File: config.mk
export PLATFORM = sky130hd
export DESIGN_NAME = copper_top
export DESIGN_NICKNAME = d
export VERILOG_FILES = /design/src/source/copper_isa_pkg.sv /design/src/source/copper_video_pkg.sv /design/src/source/copper_exec_if.sv /design/src/source/copper_ctrl_reg.sv /design/src/source/copper_fetch_seq.sv /design/src/source/copper_exec.sv /design/src/source/copper_top.sv
export VERILOG_INCLUDE_DIRS = /design/src /design/src/source
export SDC_FILE = /design/constraint.sdc
export NUM_CORES = 1
export LEC_CHECK = 0
export ABC_AREA = 1
export BUFFER_PORTS_ARGS = -buffer_cell sky130_fd_sc_hd__buf_4
export CAP_MARGIN = 15
export CELL_PAD_IN_SITES_DETAIL_PLACEMENT = 1
export CELL_PAD_IN_SITES_GLOBAL_PLACEMENT = 1
export CORE_AREA = 2 2 117 119
export CTS_BUF_LIST = sky130_fd_sc_hd__clkbuf_16
export DETAILED_ROUTE_END_ITERATION = 16
export DIE_AREA = 0 0 119 121
export GPL_ROUTABILITY_DRIVEN = 0
export PLACE_DENSITY_LB_ADDON = 0.1
export SLEW_MARGIN = 5
export SYNTH_ARGS = -nofsm -noshare
export SYNTH_HDL_FRONTEND = slang
export SYNTH_HIERARCHICAL = 1
export SYNTH_SLANG_ARGS = --single-unit
File: constraint.sdc
create_clock -name clk -period 4.5 [get_ports clk]
set_input_delay 0.9 -clock clk [delete_from_list [all_inputs] [get_ports clk]]
set_output_delay 0.9 -clock clk [all_outputs]
set_load 0.05 [all_outputs]
File: src/source/copper_defines.svh
`ifndef COPPER_DEFINES_SVH
`define COPPER_DEFINES_SVH

// Datapath widths
`define COPP_PC_W           11
`define COPP_WORD_W         16
`define COPP_POS_W          11

// 640x480 timing, totals include blanking
`define COPP_H_TOTAL        800
`define COPP_V_TOTAL        525

// Restart lands this many pixels before the end of the last line
`define COPP_RESTART_H_OFS  5

// XR register number of the copper control register
`define XR_COPP_CTRL        4'h1

// Colour memory window, palette index goes in the low byte
`define XR_COLOR_BASE       16'h8000

`endif

File: src/source/copper_isa_pkg.sv
`default_nettype none

package copper_isa_pkg;

`include "copper_defines.svh"

    // Top nibble of the first instruction word
    typedef enum logic [3:0] {
        OP_WAIT  = 4'b0000,
        OP_SKIP  = 4'b0010,
        OP_JMP   = 4'b0100,
        OP_MOVER = 4'b1001,
        OP_MOVEP = 4'b1011
    } insn_op_t;

    // Fetch and execute phases
    typedef enum logic [2:0] {
        ST_INIT   = 3'b000,
        ST_WAIT   = 3'b001,
        ST_LATCH1 = 3'b010,
        ST_LATCH2 = 3'b011,
        ST_EXEC   = 3'b100
    } seq_state_t;

    // How the PC moves when an instruction retires
    typedef enum logic [1:0] {
        PC_STEP1 = 2'b00,
        PC_STEP3 = 2'b01,
        PC_JUMP  = 2'b10
    } pc_sel_t;

    // WAIT and SKIP layout
    typedef struct packed {
        insn_op_t               op;
        logic                   pad_y;
        logic [`COPP_POS_W-1:0] y;
        logic                   pad_x;
        logic [`COPP_POS_W-1:0] x;
        logic [1:0]             pad_flags;
        logic                   ign_h;
        logic                   ign_v;
    } insn_pos_t;

    // JMP and MOVEx layout
    typedef struct packed {
        insn_op_t                op;
        logic [11:0]             target;
        logic [`COPP_WORD_W-1:0] data;
    } insn_move_t;

    typedef union packed {
        insn_pos_t  pos;
        insn_move_t mv;
    } copp_insn_u;

endpackage

`default_nettype wire

File: src/source/copper_video_pkg.sv
`default_nettype none

package copper_video_pkg;

`include "copper_defines.svh"

    // Raw counter value, native resolution
    typedef logic [`COPP_POS_W-1:0] beam_pos_t;

    // Address on the shared XR write port
    typedef logic [15:0] xr_addr_t;

endpackage

`default_nettype wire

File: src/source/copper_exec_if.sv
`default_nettype none

`include "copper_defines.svh"

interface copper_exec_if;
    import copper_isa_pkg::*;

    // Sequencer side
    copp_insn_u             insn;
    logic                   exec_en;

    // Executor side, all combinational
    logic                   done;
    pc_sel_t                pc_sel;
    logic [`COPP_PC_W-1:0]  jump_pc;

    modport seq (
        output insn, exec_en,
        input  done, pc_sel, jump_pc
    );

    modport exec (
        input  insn, exec_en,
        output done, pc_sel, jump_pc
    );

endinterface

`default_nettype wire

File: src/source/copper_ctrl_reg.sv
`default_nettype none

`include "copper_defines.svh"

module copper_ctrl_reg (
    input  wire logic                    clk,
    input  wire logic                    copp_reset,
    input  wire logic                    reg_wr_i,
    input  wire logic [3:0]              reg_num_i,
    input  wire logic [`COPP_WORD_W-1:0] reg_data_i,
    output logic                         copp_en_o,
    output logic [`COPP_PC_W-1:0]        init_pc_o
);

    // Bit 15 enables, bits 10:0 give the restart PC
    // Bits 14:11 are reserved and dropped
    always_ff @(posedge clk) begin
        if (copp_reset) begin
            copp_en_o <= 1'b0;
            init_pc_o <= '0;
        end else if (reg_wr_i && reg_num_i == `XR_COPP_CTRL) begin
            copp_en_o <= reg_data_i[15];
            init_pc_o <= reg_data_i[`COPP_PC_W-1:0];
        end
        // Other register numbers belong to someone else
    end

endmodule

`default_nettype wire

File: src/source/copper_fetch_seq.sv
`default_nettype none

`include "copper_defines.svh"

module copper_fetch_seq (
    input  wire logic                      clk,
    input  wire logic                      copp_reset,
    input  wire logic                      copp_en_i,
    input  wire logic [`COPP_PC_W-1:0]     init_pc_i,
    input  wire logic [`COPP_WORD_W-1:0]   rd_data_i,
    input  wire copper_video_pkg::beam_pos_t h_count_i,
    input  wire copper_video_pkg::beam_pos_t v_count_i,
    output logic [`COPP_PC_W-1:0]          rd_addr_o,
    output logic                           rd_en_o,
    copper_exec_if.seq                     exec_if
);
    import copper_isa_pkg::*;
    import copper_video_pkg::*;

    seq_state_t             state_q;
    logic [`COPP_PC_W-1:0]  pc_q;
    logic                   rd_en_q;
    copp_insn_u             insn_q;
    logic                   frame_restart;

    // Restart point, a few pixels before the end of the last line
    always_comb begin
        frame_restart = (h_count_i == beam_pos_t'(`COPP_H_TOTAL - `COPP_RESTART_H_OFS))
                     && (v_count_i == beam_pos_t'(`COPP_V_TOTAL - 1));
    end

    assign rd_addr_o = pc_q;
    assign rd_en_o   = rd_en_q;

    // Restart cycle never executes, so no write can slip through it
    assign exec_if.exec_en = (state_q == ST_EXEC) && copp_en_i && !frame_restart;
    assign exec_if.insn    = insn_q;

    always_ff @(posedge clk) begin
        if (copp_reset) begin
            state_q <= ST_INIT;
            pc_q    <= '0;
            rd_en_q <= 1'b0;
        end else if (frame_restart) begin
            state_q <= ST_INIT;
            pc_q    <= init_pc_i;
            rd_en_q <= 1'b0;
        end else if (copp_en_i) begin
            case (state_q)
                // Only after restart or enable, prefetch first word
                ST_INIT: begin
                    state_q <= ST_WAIT;
                    rd_en_q <= 1'b1;
                end
                // First word address on the bus, move on to the second
                ST_WAIT: begin
                    state_q <= ST_LATCH1;
                    pc_q    <= pc_q + 1'b1;
                    rd_en_q <= 1'b1;
                end
                ST_LATCH1: begin
                    state_q <= ST_LATCH2;
                end
                // Second word arrives, memory idle until next fetch
                ST_LATCH2: begin
                    state_q <= ST_EXEC;
                    rd_en_q <= 1'b0;
                end
                // PC sits on the second word here
                ST_EXEC: begin
                    if (exec_if.done) begin
                        case (exec_if.pc_sel)
                            PC_STEP3: pc_q <= pc_q + 2'd3;
                            PC_JUMP:  pc_q <= exec_if.jump_pc;
                            default:  pc_q <= pc_q + 1'b1;
                        endcase
                        state_q <= ST_WAIT;
                        rd_en_q <= 1'b1;
                    end
                end
                default: begin
                    state_q <= ST_INIT;
                end
            endcase
        end
    end

    // Instruction halves, high word first
    always_ff @(posedge clk) begin
        if (copp_en_i && !frame_restart) begin
            if (state_q == ST_LATCH1) begin
                insn_q[31:16] <= rd_data_i;
            end
            if (state_q == ST_LATCH2) begin
                insn_q[15:0] <= rd_data_i;
            end
        end
    end

endmodule

`default_nettype wire

File: src/source/copper_exec.sv
`default_nettype none

`include "copper_defines.svh"

module copper_exec (
    input  wire logic                        clk,
    input  wire logic                        copp_reset,
    input  wire copper_video_pkg::beam_pos_t h_count_i,
    input  wire copper_video_pkg::beam_pos_t v_count_i,
    input  wire logic                        xr_reg_busy_i,
    input  wire logic                        color_busy_i,
    output logic                             xr_wr_en_o,
    output copper_video_pkg::xr_addr_t       xr_wr_addr_o,
    output logic [`COPP_WORD_W-1:0]          xr_wr_data_o,
    copper_exec_if.exec                      exec_if
);
    import copper_isa_pkg::*;
    import copper_video_pkg::*;

    logic       h_ok;
    logic       v_ok;
    logic       beam_hit;
    logic       is_move;
    xr_addr_t   wr_addr_d;

    // Each axis passes once reached, or when ignored
    always_comb begin
        h_ok     = exec_if.insn.pos.ign_h || (h_count_i >= exec_if.insn.pos.x);
        v_ok     = exec_if.insn.pos.ign_v || (v_count_i >= exec_if.insn.pos.y);
        beam_hit = h_ok && v_ok;
    end

    assign exec_if.jump_pc = exec_if.insn.mv.target[`COPP_PC_W-1:0];

    always_comb begin
        exec_if.done   = 1'b1;
        exec_if.pc_sel = PC_STEP1;
        is_move        = 1'b0;
        wr_addr_d      = '0;
        case (exec_if.insn.mv.op)
            // Both axes ignored means park until restart
            OP_WAIT: begin
                exec_if.done = beam_hit
                            && !(exec_if.insn.pos.ign_h && exec_if.insn.pos.ign_v);
            end
            OP_SKIP: begin
                if (beam_hit) begin
                    exec_if.pc_sel = PC_STEP3;
                end
            end
            OP_JMP: begin
                exec_if.pc_sel = PC_JUMP;
            end
            // Moves stall while the host owns the target
            OP_MOVER: begin
                is_move      = 1'b1;
                exec_if.done = !xr_reg_busy_i;
                wr_addr_d    = xr_addr_t'(exec_if.insn.mv.target[7:0]);
            end
            OP_MOVEP: begin
                is_move      = 1'b1;
                exec_if.done = !color_busy_i;
                wr_addr_d    = `XR_COLOR_BASE + xr_addr_t'(exec_if.insn.mv.target[7:0]);
            end
            // Illegal opcode acts as a NOP
            default: ;
        endcase
    end

    // Strobe lasts one cycle, sequencer is back in WAIT by then
    always_ff @(posedge clk) begin
        if (copp_reset) begin
            xr_wr_en_o <= 1'b0;
        end else begin
            xr_wr_en_o <= exec_if.exec_en && exec_if.done && is_move;
        end
    end

    always_ff @(posedge clk) begin
        if (exec_if.exec_en && exec_if.done && is_move) begin
            xr_wr_addr_o <= wr_addr_d;
            xr_wr_data_o <= exec_if.insn.mv.data;
        end
    end

endmodule

`default_nettype wire

File: src/source/copper_top.sv
`default_nettype none

`include "copper_defines.svh"

module copper_top (
    input  wire logic                        clk,
    input  wire logic                        copp_reset,
    input  wire logic [`COPP_WORD_W-1:0]     coppermem_rd_data_i,
    input  wire logic                        copp_reg_wr_i,
    input  wire logic [3:0]                  copp_reg_num_i,
    input  wire logic [`COPP_WORD_W-1:0]     copp_reg_data_i,
    input  wire copper_video_pkg::beam_pos_t h_count_i,
    input  wire copper_video_pkg::beam_pos_t v_count_i,
    input  wire logic                        xr_reg_busy_i,
    input  wire logic                        color_busy_i,
    output logic [`COPP_PC_W-1:0]            coppermem_rd_addr_o,
    output logic                             coppermem_rd_en_o,
    output logic                             xr_wr_en_o,
    output copper_video_pkg::xr_addr_t       xr_wr_addr_o,
    output logic [`COPP_WORD_W-1:0]          xr_wr_data_o
);

    logic                   copp_en;
    logic [`COPP_PC_W-1:0]  init_pc;

    // Sequencer to executor link
    copper_exec_if exec_if ();

    copper_ctrl_reg ctrl_reg (
        .clk        (clk),
        .copp_reset (copp_reset),
        .reg_wr_i   (copp_reg_wr_i),
        .reg_num_i  (copp_reg_num_i),
        .reg_data_i (copp_reg_data_i),
        .copp_en_o  (copp_en),
        .init_pc_o  (init_pc)
    );

    copper_fetch_seq fetch_seq (
        .clk        (clk),
        .copp_reset (copp_reset),
        .copp_en_i  (copp_en),
        .init_pc_i  (init_pc),
        .rd_data_i  (coppermem_rd_data_i),
        .h_count_i  (h_count_i),
        .v_count_i  (v_count_i),
        .rd_addr_o  (coppermem_rd_addr_o),
        .rd_en_o    (coppermem_rd_en_o),
        .exec_if    (exec_if.seq)
    );

    copper_exec exec (
        .clk           (clk),
        .copp_reset    (copp_reset),
        .h_count_i     (h_count_i),
        .v_count_i     (v_count_i),
        .xr_reg_busy_i (xr_reg_busy_i),
        .color_busy_i  (color_busy_i),
        .xr_wr_en_o    (xr_wr_en_o),
        .xr_wr_addr_o  (xr_wr_addr_o),
        .xr_wr_data_o  (xr_wr_data_o),
        .exec_if       (exec_if.exec)
    );

endmodule

`default_nettype wire

==> results.toml <==
[sta]
fin_worst_hold_slack_ns = 0.423
fin_setup_tns_ns = 0
worst_pin_slew_ns = 0.928
endpoints_failing_hold = 0
max_freq_mhz = 302
timing.final.setup_violations = 0
grt_setup_unrepaired = "false"
finalWorstPathRequiredPeriod_ns = 3.32
maxSlewViolCount = 0
slew_headroom_pct = 37.9
min_period_over_period_pct = 73.7
skew_ns = 0.00647

[place]
port_buf_inserts = 96
dpl.hpwl_um = 10100

[critical_path]
worst_r2r_path_depth = 17
cpMaxStageDelayCell = "nand3b_4"
worstSetupPathType = "primary input to flip-flop"
timing.critical_path.mode_cell = "nand2_1"
critical-path-max-stage-delay_ns = 0.30
worst-endpoint-arrival_ns = 3.55
r2r_setup_slack_ns = 1.41
worst_r2r_startpoint = "fetch_seq/exec_if.insn[22]"
cpLargestDelayFamily = "simple AND/OR/NAND/NOR gates"
end_kind = "flip-flop"
critical_path.max_fanout = 17
crit_end = "fetch_seq/rd_addr_o[6]"
crit_buf_inv = 3
critical_path.startpoint = "h_count_i[2]"
timing.critical_path.required_ns = 4.73
timing.critical_path.from_type = "primary input"
cp_cell_sequence = "buf_4, ha_1, nand2_1, o21ai_0, nand2_1, nand4_2, nand2_1, nor4_2, inv_1, ha_1, nand3b_4, inv_1, nand2_1, a21oi_1, nor2_1, nor2_1, nor2_1"
timing.critical_path.depth = 17
regToRegEndpoint = "fetch_seq/rd_addr_o[6]"

[global_route]
antenna_found_initial = 0
grt_overflow = 0
grt_pass1_wl_um = 21100
track_usage_pct = 18.8
largest_net_degree_at_the_start_of_global_routing = 26
vias_in_the_first_global_route = 4154

[finish]
filler_cell_count = 1561
layout.area.seq_mm2 = 0.00224
final_layout_size_suffix_gt1_share_pct = 23.7
area_growth_syn_to_layout_pct = 22.0
layout.nets = 764
diodes = 0
multi_input_comb_area_mm2 = 0.00209

[floorplanning]
dieArea_mm2 = 0.0144
core_area_mm2 = 0.0131
start_util_pct = 37.5
rows = 42
fp.dieW_um = 119
die_y_um = 121
ioPinCount = 108

[min_path]
worst_hold_path_type = "flip-flop to flip-flop"

[status]
run_status = "finished, final reports clean"

[clock_tree]
ctsLongestPathBuffers = 2
htree_num_levels = 3
cts_inserted_buffers = 9
clkTransAtPathRegs_ns = 0.06
ctsRootBufferMaster = "clkbuf_16"
clock_latency_ns = 0.34
cts_hold_buf = 0
numClockSinks = 84
post_cts_buffers = 0
cts_repair_resize_count = 0
tritoncts = "yes"

[drt]
finalWirelength_um = 12900
detailroute.via_count = 4070
vias_per_cell = 4.75
routed_wire_length_per_instance_um = 15.1
drcViolationCount = 0
final_ant_viol_nets = 0
drt_pre_antenna_iters = 4
drt-initial-drc-count = 204

[synthesis]
syn_avg_cell_area_um2 = 8.29
yosys_warnings = 6
post_synth_instance_area_mm2 = 0.00490
syn_inst = 591

[power_and_ir_drop]
power.share.clock_pct = 44.5
comb_power_share_pct = 6.9
cellPowerDensity_mw_per_mm2 = 283
cellInternalPower_mw = 1.30
fin_total_pwr_mw = 1.69
switching_share_pct = 22.9
total_leakage_power_nw = 2.80
power.ir.vdd_worst_v = 0.000154
total_switching_power_mw = 0.388
seqPwrFrac_pct = 48.6

[flow_run]
max_cap_viol_count = 0
-- sequential cells by signal, summed over array words and instances (netlist names) --
name                    cells
ctrl_reg/copp_en_o          1
ctrl_reg/init_pc_o         11
exec/xr_wr_addr_o           9
exec/xr_wr_data_o          16
exec/xr_wr_en_o             1
fetch_seq/exec_if.insn     31
fetch_seq/rd_addr_o        11
fetch_seq/rd_en_o           1
fetch_seq/state_q           3
-- how the worst min path moves through the flow --
stage | cells past startpoint | endpoint | from
after floorplan | 0 | exec/xr_wr_data_o[15] | fetch_seq/exec_if.insn[15]
after global placement | 0 | exec/xr_wr_data_o[3] | fetch_seq/exec_if.insn[3]
after detailed placement | 0 | exec/xr_wr_data_o[2] | fetch_seq/exec_if.insn[2]
after CTS | 0 | exec/xr_wr_data_o[2] | fetch_seq/exec_if.insn[2]
after global routing | 0 | exec/xr_wr_data_o[2] | fetch_seq/exec_if.insn[2]
final | 0 | exec/xr_wr_data_o[2] | fetch_seq/exec_if.insn[2]
-- metrics by stage --
step	cells	utilization (%)	area [um^2]	worst slack, ns
finish	856	45.7	5980	1.18
global route	856	45.7	5980	0.919
CTS	856	45.7	5980	1.16
detailed placement	840	43.4	5680	0.791
global placement	840	43.4	5680	0.833
floorplan	597	-	4920	1.12
-- power by group through the flow --
stage	registers [mW]	logic [mW]	clock network (mW)
2_1_floorplan	0.839	0.0639	0
3_3_place_gp	0.839	0.114	0
3_5_place_dp	0.840	0.117	0
4_1_cts	0.822	0.118	0.782
5_1_grt	0.822	0.130	0.810
6_report	0.822	0.116	0.753
-- metal layers --
metal / track usage (%) / share of wire, %
met4: 7.81 / 1.9
met3: 3.24 / 3.9
met5: 0 / 0
met1: 24.5 / 47
met2: 31.2 / 47
-- layout by cell type (no fill, tap or decap), types with 3 or more instances in the layout --
cell / instances
a21oi_2: 3
clkbuf_16: 9
nand3_2: 3
edfxtp_1: 56
nor2_1: 84
buf_4: 98
nor2_4: 3
nand3_1: 37
a21oi_1: 28
o21ai_2: 5
nand4_1: 19
nand2_4: 5
nand2_1: 116
dfxtp_1: 28
nand2_2: 5
nor2_2: 5
inv_2: 6
o21ai_0: 11
nand4_2: 3
inv_1: 99
conb_1: 7
ha_1: 26
-- final cells by class --
class                           instances  area share (%)
Sequential cell                        84            37.5
Multi-Input combinational cell        378            35.0
Timing Repair Buffer                   98            12.3
Inverter                              104            6.53
Clock buffer                            9            3.76
Tap cell                              176            3.68
Clock inverter                          7            1.25
Power figures use the tool's default switching activity.
